<file path="src/div_pkg.sv">
// Shared widths and enums for the signed divider
// DIV_W_DEF and FIFO_DEPTH_DEF are only defaults, div_top may override both
// Status encoding is visible on the top-level ports, keep it stable

`default_nettype none

package div_pkg;

    localparam int unsigned DIV_W_DEF      = 64;  // Operand width
    localparam int unsigned FIFO_DEPTH_DEF = 4;   // Request queue entries, power of two

    // Result status, reported together with quotient and remainder
    typedef enum logic [1:0] {
        STAT_OK       = 2'd0,
        STAT_DIV_ZERO = 2'd1,
        STAT_OVERFLOW = 2'd2
    } div_status_e;

    // Core control states
    typedef enum logic [1:0] {
        S_IDLE = 2'd0,
        S_RUN  = 2'd1,
        S_DONE = 2'd2
    } div_state_e;

endpackage

`default_nettype wire

</file>
<file path="src/div_req_if.sv">
// One division request between the queue and the core
// valid/ready handshake, transfer on a rising edge with both high
// valid and the operands stay stable until the transfer

`default_nettype none

interface div_req_if #(
    parameter int unsigned DIV_W = div_pkg::DIV_W_DEF
);

    logic             valid;
    logic             ready;
    logic [DIV_W-1:0] dividend;  // Two's complement
    logic [DIV_W-1:0] divisor;   // Two's complement

    modport src (
        output valid, dividend, divisor,
        input  ready
    );

    modport dst (
        input  valid, dividend, divisor,
        output ready
    );

endinterface

`default_nettype wire

</file>
<file path="src/lead_one_finder.sv">
// Combinational leading-one finder
// pos_o is the index of the highest set bit of data_i
// pos_o reads 0 when data_i is all zero, check zero_o first
// DIV_W must be at least 2

`default_nettype none

module lead_one_finder #(
    parameter int unsigned DIV_W = div_pkg::DIV_W_DEF
) (
    input  logic [DIV_W-1:0]         data_i,
    output logic [$clog2(DIV_W)-1:0] pos_o,
    output logic                     zero_o
);

    localparam int unsigned POS_W = $clog2(DIV_W);

    logic found;

    // Scan from the MSB down, the first hit wins
    always_comb begin
        found = 1'b0;
        pos_o = '0;
        for (int i = DIV_W - 1; i >= 0; i--) begin
            if (!found && data_i[i]) begin
                found = 1'b1;
                pos_o = POS_W'(i);
            end
        end
    end

    assign zero_o = ~found;

endmodule

`default_nettype wire

</file>
<file path="src/div_req_fifo.sv">
// Request queue in front of the divider core
// FIFO_DEPTH must be a power of two and at least 2
// A pushed request is at the head one cycle after its push edge
// push_ready_o is low only while the queue is full
// Push and pop may share an edge

`default_nettype none

module div_req_fifo #(
    parameter int unsigned DIV_W      = div_pkg::DIV_W_DEF,
    parameter int unsigned FIFO_DEPTH = div_pkg::FIFO_DEPTH_DEF
) (
    input  logic             clk_i,
    input  logic             rst_n_i,
    input  logic             push_valid_i,
    output logic             push_ready_o,
    input  logic [DIV_W-1:0] dividend_i,
    input  logic [DIV_W-1:0] divisor_i,
    div_req_if.src           req
);

    localparam int unsigned PTR_W = $clog2(FIFO_DEPTH);
    localparam int unsigned CNT_W = $clog2(FIFO_DEPTH + 1);

    logic [2*DIV_W-1:0] mem [FIFO_DEPTH];  // {dividend, divisor}
    logic [PTR_W-1:0]   wr_ptr;
    logic [PTR_W-1:0]   rd_ptr;
    logic [CNT_W-1:0]   count;
    logic               push;
    logic               pop;

    assign push_ready_o = (count != CNT_W'(FIFO_DEPTH));
    assign push         = push_valid_i && push_ready_o;
    assign pop          = req.valid && req.ready;

    assign req.valid                   = (count != '0);
    assign {req.dividend, req.divisor} = mem[rd_ptr];  // Head entry

    always_ff @(posedge clk_i) begin
        if (push) begin
            mem[wr_ptr] <= {dividend_i, divisor_i};
        end
    end

    // Pointers wrap naturally
    always_ff @(posedge clk_i or negedge rst_n_i) begin
        if (!rst_n_i) begin
            wr_ptr <= '0;
            rd_ptr <= '0;
            count  <= '0;
        end else begin
            if (push) begin
                wr_ptr <= wr_ptr + 1'b1;
            end
            if (pop) begin
                rd_ptr <= rd_ptr + 1'b1;
            end
            case ({push, pop})
                2'b10:   count <= count + 1'b1;
                2'b01:   count <= count - 1'b1;
                default: count <= count;  // Idle, or push and pop together
            endcase
        end
    end

    // Pointer distance tracks the entry count, a full queue writes onto its head
    a_ptr_count: assert property (@(posedge clk_i) disable iff (!rst_n_i)
        PTR_W'(wr_ptr - rd_ptr) == PTR_W'(count))
        else $error("Queue pointers disagree with the entry count");

    a_count_bound: assert property (@(posedge clk_i) disable iff (!rst_n_i)
        count <= CNT_W'(FIFO_DEPTH))
        else $error("Queue count above depth");

endmodule

`default_nettype wire

</file>
<file path="src/div_core.sv">
// Iterative signed divider core, one request in flight
// Works on magnitudes, signs applied at the end (C semantics)
// Quotient truncates toward zero, remainder takes the dividend sign
// Zero divisor: quotient 0, remainder = dividend, STAT_DIV_ZERO
// Most negative / -1: most negative quotient, remainder 0, STAT_OVERFLOW
// Latency varies, at most DIV_W+2 cycles from the load edge
// Result is held in S_DONE until res_ready_i

`default_nettype none

module div_core #(
    parameter int unsigned DIV_W = div_pkg::DIV_W_DEF
) (
    input  logic                 clk_i,
    input  logic                 rst_n_i,
    div_req_if.dst               req,
    output logic                 res_valid_o,
    input  logic                 res_ready_i,
    output logic [DIV_W-1:0]     quotient_o,
    output logic [DIV_W-1:0]     remainder_o,
    output div_pkg::div_status_e status_o
);

    import div_pkg::*;

    localparam int unsigned      POS_W    = $clog2(DIV_W);
    localparam logic [DIV_W-1:0] MOST_NEG = {1'b1, {(DIV_W - 1){1'b0}}};

    div_state_e state_q;
    logic [POS_W:0] run_cnt;  // Cycles spent in S_RUN

    logic             q_sign;
    logic             r_sign;
    logic [DIV_W-1:0] rem_mag;   // Partial remainder
    logic [DIV_W-1:0] div_mag;
    logic [DIV_W-1:0] quo_acc;

    logic [DIV_W-1:0] in_dvd_mag;
    logic [DIV_W-1:0] in_dvs_mag;
    logic [DIV_W-1:0] lof_div_in;
    logic [POS_W-1:0] rem_pos;
    logic [POS_W-1:0] div_pos;
    logic             rem_zero;
    logic             div_zero;
    logic [POS_W-1:0] shift;
    logic [DIV_W-1:0] sll_div;
    logic [DIV_W-1:0] sll_bit;
    logic             use_full;
    logic [DIV_W-1:0] sub_val;
    logic [DIV_W-1:0] add_val;
    logic             run_done;
    logic             load;
    logic             overflow;

    assign req.ready   = (state_q == S_IDLE);
    assign load        = req.valid && req.ready;
    assign res_valid_o = (state_q == S_DONE);

    // Magnitude of the most negative value still fits as unsigned
    assign in_dvd_mag = req.dividend[DIV_W-1] ? -req.dividend : req.dividend;
    assign in_dvs_mag = req.divisor[DIV_W-1] ? -req.divisor : req.divisor;
    assign overflow   = (req.dividend == MOST_NEG) && (&req.divisor);

    // While idle the divisor finder screens the incoming divisor for zero
    assign lof_div_in = (state_q == S_IDLE) ? in_dvs_mag : div_mag;

    lead_one_finder #(
        .DIV_W(DIV_W)
    ) i_lof_rem (
        .data_i(rem_mag),
        .pos_o (rem_pos),
        .zero_o(rem_zero)
    );

    lead_one_finder #(
        .DIV_W(DIV_W)
    ) i_lof_div (
        .data_i(lof_div_in),
        .pos_o (div_pos),
        .zero_o(div_zero)
    );

    // Valid only in S_RUN with rem_mag >= div_mag, so shift never wraps there
    assign shift    = rem_pos - div_pos;
    assign sll_div  = div_mag << shift;
    assign sll_bit  = {{(DIV_W - 1){1'b0}}, 1'b1} << shift;
    assign use_full = (sll_div <= rem_mag);
    assign sub_val  = use_full ? sll_div : (sll_div >> 1);  // Half step when too large
    assign add_val  = use_full ? sll_bit : (sll_bit >> 1);
    assign run_done = rem_zero || (rem_mag < div_mag);

    always_ff @(posedge clk_i or negedge rst_n_i) begin
        if (!rst_n_i) begin
            state_q <= S_IDLE;
            run_cnt <= '0;
        end else begin
            run_cnt <= (state_q == S_RUN) ? run_cnt + 1'b1 : '0;
            case (state_q)
                S_IDLE: begin
                    if (load) begin
                        state_q <= div_zero ? S_DONE : S_RUN;
                    end
                end
                S_RUN: begin
                    if (run_done) begin
                        state_q <= S_DONE;
                    end
                end
                S_DONE: begin
                    if (res_ready_i) begin
                        state_q <= S_IDLE;
                    end
                end
                default: state_q <= S_IDLE;
            endcase
        end
    end

    always_ff @(posedge clk_i) begin
        case (state_q)
            S_IDLE: begin
                if (load) begin
                    q_sign  <= req.dividend[DIV_W-1] ^ req.divisor[DIV_W-1];
                    r_sign  <= req.dividend[DIV_W-1];
                    rem_mag <= in_dvd_mag;
                    div_mag <= in_dvs_mag;
                    quo_acc <= '0;
                    if (div_zero) begin
                        status_o    <= STAT_DIV_ZERO;
                        quotient_o  <= '0;
                        remainder_o <= req.dividend;  // Skips S_RUN
                    end else if (overflow) begin
                        status_o <= STAT_OVERFLOW;
                    end else begin
                        status_o <= STAT_OK;
                    end
                end
            end
            S_RUN: begin
                if (run_done) begin
                    quotient_o  <= q_sign ? -quo_acc : quo_acc;
                    remainder_o <= r_sign ? -rem_mag : rem_mag;
                end else begin
                    rem_mag <= rem_mag - sub_val;
                    quo_acc <= quo_acc + add_val;
                end
            end
            default: ;  // Hold result in S_DONE
        endcase
    end

    a_rem_shrinks: assert property (@(posedge clk_i) disable iff (!rst_n_i)
        (state_q == S_RUN) |=> (rem_mag <= $past(rem_mag)))
        else $error("Partial remainder grew");

    // Each step drops the remainder's leading one by at least one position
    a_run_bound: assert property (@(posedge clk_i) disable iff (!rst_n_i)
        (state_q == S_RUN) |-> (run_cnt <= (POS_W + 1)'(DIV_W)))
        else $error("Division ran longer than DIV_W+1 cycles");

    a_hold_result: assert property (@(posedge clk_i) disable iff (!rst_n_i)
        (res_valid_o && !res_ready_i) |=> (res_valid_o && $stable(quotient_o)
            && $stable(remainder_o) && $stable(status_o)))
        else $error("Result changed under back-pressure");

endmodule

`default_nettype wire

</file>
<file path="src/div_top.sv">
// Signed integer divider with a request queue
// Requests accepted on req_valid_i && req_ready_o
// Results consumed on res_valid_o && res_ready_i, in request order
// One division in flight, FIFO_DEPTH further requests queued
// FIFO_DEPTH must be a power of two and at least 2

`default_nettype none

module div_top #(
    parameter int unsigned DIV_W      = div_pkg::DIV_W_DEF,
    parameter int unsigned FIFO_DEPTH = div_pkg::FIFO_DEPTH_DEF
) (
    input  logic                 clk_i,
    input  logic                 rst_n_i,

    input  logic                 req_valid_i,
    output logic                 req_ready_o,
    input  logic [DIV_W-1:0]     dividend_i,
    input  logic [DIV_W-1:0]     divisor_i,

    output logic                 res_valid_o,
    input  logic                 res_ready_i,
    output logic [DIV_W-1:0]     quotient_o,
    output logic [DIV_W-1:0]     remainder_o,
    output div_pkg::div_status_e status_o
);

    div_req_if #(.DIV_W(DIV_W)) req_if ();

    div_req_fifo #(
        .DIV_W     (DIV_W),
        .FIFO_DEPTH(FIFO_DEPTH)
    ) i_div_req_fifo (
        .clk_i       (clk_i),
        .rst_n_i     (rst_n_i),
        .push_valid_i(req_valid_i),
        .push_ready_o(req_ready_o),
        .dividend_i  (dividend_i),
        .divisor_i   (divisor_i),
        .req         (req_if)
    );

    div_core #(
        .DIV_W(DIV_W)
    ) i_div_core (
        .clk_i      (clk_i),
        .rst_n_i    (rst_n_i),
        .req        (req_if),
        .res_valid_o(res_valid_o),
        .res_ready_i(res_ready_i),
        .quotient_o (quotient_o),
        .remainder_o(remainder_o),
        .status_o   (status_o)
    );

endmodule

`default_nettype wire

</file>
<file path="config.mk">
export PLATFORM = sky130hd
export DESIGN_NAME = div_top
export DESIGN_NICKNAME = d
export VERILOG_FILES = /design/src/div_pkg.sv /design/src/div_req_if.sv /design/src/lead_one_finder.sv /design/src/div_req_fifo.sv /design/src/div_core.sv /design/src/div_top.sv
export SDC_FILE = /design/constraint.sdc
export NUM_CORES = 2
export LEC_CHECK = 0
export BUFFER_PORTS_ARGS = -buffer_cell sky130_fd_sc_hd__clkbuf_2
export CORE_MARGIN = 2
export CORE_UTILIZATION = 39
export CTS_BUF_LIST = sky130_fd_sc_hd__clkbuf_8
export CTS_CLUSTER_DIAMETER = 150
export DETAILED_ROUTE_END_ITERATION = 8
export GPL_ROUTABILITY_DRIVEN = 0
export GPL_TIMING_DRIVEN = 0
export HOLD_SLACK_MARGIN = 0.15
export PLACE_DENSITY = 0.54
export RECOVER_POWER = 100
export SLEW_MARGIN = 10
export SYNTH_ARGS = -nofsm -noshare
export SYNTH_HDL_FRONTEND = slang
export SYNTH_SLANG_ARGS = --single-unit
</file>
<file path="constraint.sdc">
create_clock -name clk_i -period 21.3 [get_ports clk_i]
set_input_delay 6.39 -clock clk_i [delete_from_list [all_inputs] [get_ports clk_i]]
set_output_delay 6.39 -clock clk_i [all_outputs]
set_load 0.005 [all_outputs]
</file>
# After elaboration in Yosys (flattened, before gate mapping)
# Memory sizes are Yosys's and may differ from the RTL's.
# Cells that the tools add are included.
[classes]
n_reduce_logical = 265
n_eq_ne = 11
n_shift = 2
magnitude_cmp = 2
addsub = 11
n_mux = 286
n_bitwise = 2
[op_table]
columns = ["op", "count"]
rows = [
  ["$mux W64", 17],
  ["$mux W6", 128],
  ["$pmux W64 S2", 4],
  ["$neg A64 Y64", 4],
  ["$mux W1", 130],
  ["$logic_and A1 B1 Y1", 129],
  ["$logic_not A1 Y1", 126],
  ["$add A64 B64 Y64", 1],
  ["$eq A64 B64 Y1 const B", 1],
  ["$le A64 B64 Y1", 1],
  ["$lt A64 B64 Y1", 1],
  ["$reduce_and A64 Y1", 1],
  ["$shl A1 B6 Y64 const A", 1],
  ["$shl A64 B6 Y64", 1],
  ["$sub A64 B64 Y64", 1],
  ["$mux W2", 5],
  ["$ne A2 B2 Y1 const B", 3],
  ["$pmux W2 S3", 1],
  ["$pmux W3 S2", 1],
  ["$reduce_and A3 Y1", 2],
  ["$sub A6 B6 Y6", 1],
  ["$add A2 B1 Y2 const B", 2],
  ["$eq A2 B1 Y1 const B", 2],
  ["$eq A2 B2 Y1 const B", 2],
  ["other kinds (12)", 14],
]
[word_totals]
register_bits = 333
in_bits = 132
n_memories = 1
wordCells = 592
ram_bits = 512
[mem_list]
columns = ["memory", "words", "word_bits", "rd", "rd_clocked_by_memory_dff", "write_ports", "line_no", "text"]
rows = [
  ["i_div_req_fifo.mem", 4, 128, 1, 0, 1, "div_req_fifo.sv:25", "logic [2*DIV_W-1:0] mem [FIFO_DEPTH];"],
]

# Longest topological paths before layout
# An unclocked memory read counts as a cell.
[logic_depth]
depth_word = 201
ltp_mapped = 73
depth_no_buf = 65

# Cells and area by module
# A second synthesis with hierarchy kept.
[unflattened]
hier_cells = 4925
hier_area_um2 = 53602.7
[by_module_without_submodules]
columns = ["module", "area_each_um2", "cells_per_inst", "seq_area_each_um2", "instances"]
rows = [
  ["div_core", 32723.9, 3923, 9779.4, 1],
  ["div_req_fifo", 18904.4, 706, 15549.9, 1],
  ["lead_one_finder", 987.2, 148, 0.0, 2],
]

# Worst setup path before layout
# Ideal clock, no wire load.
[synth_path]
path_type = "register to register"
startpoint = "reg i_div_req_fifo.rd_ptr[1]"
endpoint = "reg i_div_core.quo_acc[58], data pin"
path_slack_ns = 5.819
t_arrival_ns = 15.219
required_ns = 21.039
path_stages_with_launch = 71
setup_time_ns = 0.261
synth_period_minus_slack_ns = 15.481
cell_sequence = "dfrtp_1 clkbuf_1 clkbuf_1 clkbuf_1 mux4_2 inv_1 ha_1 inv_1 or4_1 nand4b_1 nor2_1 a21oi_1 xor2_1 a221o_1 nor4_4 nand2_1 or3_1 nand2b_1 [... 35 more ...] inv_1 fa_1 nor2b_1 o21ai_0 a21boi_0 o21ai_0 a31oi_1 o21ai_0 o311ai_0 nand3_1 a311oi_1 nand2_1 a31oi_1 a21oi_1 a21oi_1 a41o_1 a31oi_1 mux2i_1"
[synth_via]
word_cells_on_any_way = 265
[synth_lines]
columns = ["item", "line_no", "text"]
rows = [
  ["start, declared", "div_req_fifo.sv:27", "logic [PTR_W-1:0] rd_ptr;"],
  ["start signal, assigned", "div_req_fifo.sv:56", "rd_ptr <= rd_ptr + 1'b1;"],
  ["$mem_v2 Z4 W128 (*)", "-", ""],
  ["$neg A64 Y64", "div_core.sv:61", "assign in_dvs_mag = req.divisor[DIV_W-1] ? -req.divisor : req.divisor;"],
  ["$mux W64 (*)", "div_core.sv:61", ""],
  ["via i_div_core.in_dvs_mag[0]", "div_core.sv:39", "logic [DIV_W-1:0] in_dvs_mag;"],
  ["$mux W64 (*)", "div_core.sv:65", "assign lof_div_in = (state_q == S_IDLE) ? in_dvs_mag : div_mag;"],
  ["$logic_and A1 B1 Y1 (*)", "lead_one_finder.sv:25", "if (!found && data_i[i]) begin"],
  ["$mux W6 (*)", "lead_one_finder.sv:25", ""],
  ["$sub A6 B6 Y6 (*)", "div_core.sv:84", "assign shift = rem_pos - div_pos;"],
  ["$shl A64 B6 Y64", "div_core.sv:85", "assign sll_div = div_mag << shift;"],
  ["$le A64 B64 Y1", "div_core.sv:87", "assign use_full = (sll_div <= rem_mag);"],
  ["$mux W64 (*)", "div_core.sv:89", "assign add_val = use_full ? sll_bit : (sll_bit >> 1);"],
  ["$add A64 B64 Y64 (*)", "div_core.sv:145", "quo_acc <= quo_acc + add_val;"],
  ["$mux W64 (*)", "div_core.sv:140", "if (run_done) begin"],
  ["$pmux W64 S2 (*)", "div_core.sv:120", "case (state_q)"],
  ["end signal, assigned", "div_core.sv:145", ""],
  ["end, declared", "div_core.sv:36", "logic [DIV_W-1:0] quo_acc;"],
]
# The timed path passes the listed nets; every way through them passes the cells marked *. The select of a mux whose other input is x is not followed.
# A chain may end at the register's enable or synchronous reset.

# Final worst setup path
# Same ends and word-level chain as after synthesis.

==> results.toml <==
[status]
outcome = "finished with violations"
violations = "DRC, capacitance limit, slew limit"

[synthesis]
yosys.area.top_type = "edfxtp_1"
synth_top_family_by_area = "simple AND/OR/NAND/NOR gates"
ys_ff_latch = 845
ys_top_cells_by_area = "edfxtp_1, mux4_2, ha_1"
synth_nets = 5189
yosys.area_share.adder_pct = 6.48
synthDistinctLibCells = 90
yosys.area_share.simple_pct = 13.7
synth.mux.area_fraction_pct = 10.8
synth_compound_area_share_pct = 12.0
ys.flop_type = "edfxtp_1"
ys_async_sr_fraction_pct = 1.07
synth_area_sq_mm = 0.0530
synth_cells = 4785
synth-edff-count = 836
synthTopCellsByCount = "edfxtp_1, nor2_1, nand2_1"
avgSynthCellArea_sq_um = 11.1
synth_top_area_share_pct = 47.4
synth-seq-area-share_pct = 47.8
yosysMostFrequentCell = "edfxtp_1"
yosys_warnings = 0
synth_xor_area_share_pct = 6.07

[worst_hold_path]
hp-start = "i_div_req_fifo.count[2]$_DFFE_PN0P_"
whs_path_depth = 1
holdPathEnd = "i_div_req_fifo.count[2]$_DFFE_PN0P_"
hold_class = "flop to flop"

[layout]
nFillCells = 13100
post-route-util_pct = 43.7
regArea_sq_mm = 0.0253
multi_input_area_sq_mm = 0.0259
drive_gt1_share_pct = 9.77
nets = 5620
syn2layout_area_growth_pct = 11.6

[detailed_routing]
drc = 2
wirelength_um = 184000
wl_per_cell_um = 25.9
vias = 41900
dr.pass1.iters = 8
drt-initial-drc-count = 4641
detail-route-antenna-nets = 0
vias_per_cell = 5.89

[sta]
max_slew_margin_pct = -145
rsz0062_at_grt = "false"
worst_pin_slew_ns = 3.68
setup_viol = 0
finalCritPeriodShare_pct = 96.0
fin_crit_ns = 20.44
hold_viol = 0
slew_violations = 814
finalClockSkew_ns = 0.0597
setup_slack_ns = 0.857
fmax_mhz = 48.9

[cts]
clk_pin_slew_worst_paths_ns = 0.05
clk_root_buffer_cell = "clkbuf_8"
clkSinkCount = 845
h-tree-depth = 4
cts_hold_buf = 0
cts_tree = "built"
post_cts_buffers = 0
worstSkewPairLatency_ns = 0.95
cts_buffers = 149
cts_max_path_buffers = 3

[global_route]
grt_use_total_pct = 26.2
overflow = 0
grt_pass1_wl_um = 267000
antenna_found_initial = 11
grt_pass1_vias = 40200
grt_max_degree = 65

[setup_path]
critical_path_required_ns = 21.95
cpPeakStageDelay_ns = 0.63
critPathSlowestCell = "clkbuf_2"
crit_top_cell = "o21ai_0"
cp_max_fo = 19
start_kind = "flop"
end_kind = "flop"
r2r-start = "i_div_req_fifo.rd_ptr[1]$_DFFE_PN0P_"
r2r_cells = 66
r2r_slack_ns = 0.86
worstSetupPathType = "flop to flop"
worstReg2RegEnd = "i_div_core.quo_acc[58]$_SDFFCE_PN0P_"
crit_start = "i_div_req_fifo.rd_ptr[1]$_DFFE_PN0P_"
cp.arrival_ns = 21.10

[die]
start_util_pct = 39.2
coreArea_sq_mm = 0.135
die_h_um = 373
num_rows = 135
die_area_sq_mm = 0.139
die_w_um = 373
ios = 264

[place]
hpwlAfterDp_um = 142000
dp_slack_ns = -0.0674
portBuffers = 263

[run]
cap_violations = 23
==> layer usage <==
metal	global-route usage, %	part of all wire [%]	vias up	wire, um
met4	12.4	5.4	8	9980
met5	0	0.030	-	55
met3	5.85	8.8	449	16300
met1	35.8	42	20500	77500
li1	-	-	18900	-
met2	39.5	44	2043	80400
==> repair_timing <==
action	CTS	global route
pin swaps	0	0
resized for setup	2	21
cloned	0	0
setup endpoints to repair	2	43
==> stage by stage <==
step | setup TNS [ns] | hold WS [ns] | cells | cell area, sq um
after detailed placement | -0.0907 | 0.479 | 6848 | 57000
final | 0 | 0.482 | 7110 | 59100
after floorplan | 0 | 0.456 | 4785 | 53000
after CTS | 0 | 0.489 | 7106 | 59800
after global routing | 0 | 0.501 | 7106 | 59100
after global placement | -0.213 | 0.485 | 6829 | 56500
==> logic make-up after synthesis <==
family          count (synthesis)
mux                           335
compound gates               1033
buf+inv                       431
simple gates                 1502
xor+xnor                      367
flops                         845
fa+ha+maj                     272
==> registers in the layout (all words and copies together) (netlist names) <==
name and count:
i_div_core.remainder_o 64, i_div_core.quo_acc 64, i_div_req_fifo.wr_ptr 2, i_div_req_fifo.rd_ptr 2, i_div_core.status_o 2, i_div_req_fifo.mem 512
i_div_core.state_q 2, i_div_core.q_sign 1, i_div_req_fifo.count 3, i_div_core.r_sign 1, i_div_core.quotient_o 64, i_div_core.rem_mag 64
i_div_core.div_mag 64
==> layout make-up <==
type | instances | area share, %
Multi-Input combinational cell | 3509 | 43.9
Sequential cell | 845 | 42.9
Tap cell | 1781 | 3.77
Clock buffer | 149 | 3.47
Timing Repair Buffer | 282 | 1.90
Inverter | 232 | 1.48
Buffer | 197 | 1.38
Clock inverter | 109 | 1.24
Antenna cell | 6 | 0.0254
==> cell usage in the layout (no fill, tap or decap), types with 21 or more instances in the layout <==
cell / instances
nor4_1: 44
a211oi_1: 26
ha_1: 268
a21oi_1: 298
inv_1: 268
o31ai_1: 66
mux4_2: 186
and3_1: 39
nand2b_1: 51
o21ai_0: 315
nor3_1: 125
or4_1: 32
clkbuf_8: 149
edfxtp_1: 836
a31oi_1: 43
clkinv_1: 30
mux2i_1: 139
xnor2_1: 202
xor2_1: 165
clkbuf_2: 60
or2_2: 21
clkbuf_1: 379
or3_1: 48
o21a_1: 22
o41ai_1: 26
a21o_1: 98
nor2_1: 454
nand2_1: 410
nand4_1: 71
nor2b_1: 55
nand3_1: 80
==> worst max path at each step <==
stage | to | slack [ns] | cells after the start
CTS | i_div_core.rem_mag[63]$_DFFE_PP_ | 0.05 | 66
floorplan | i_div_core.quo_acc[58]$_SDFFCE_PN0P_ | 5.82 | 70
detailed placement | i_div_core.rem_mag[62]$_DFFE_PP_ | -0.07 | 69
global placement | i_div_core.rem_mag[62]$_DFFE_PP_ | -0.12 | 69
global route | i_div_core.quo_acc[58]$_SDFFCE_PN0P_ | 0.04 | 66
finish | i_div_core.quo_acc[58]$_SDFFCE_PN0P_ | 0.86 | 66
==> critical path: cells and delay by family (launching register included) <==
kind | cells | cell delay (ns)
AOI/OAI and AO/OA | 23 | 6.70
adders and majority gates | 5 | 1.54
buffers and inverters | 9 | 3.34
DFF | 1 | 0.32
muxes | 5 | 1.71
and+or+nand+nor | 24 | 6.58
Power is not shown: default switching activity piles up to over one toggle a cycle in this logic, so the estimate is an artifact.
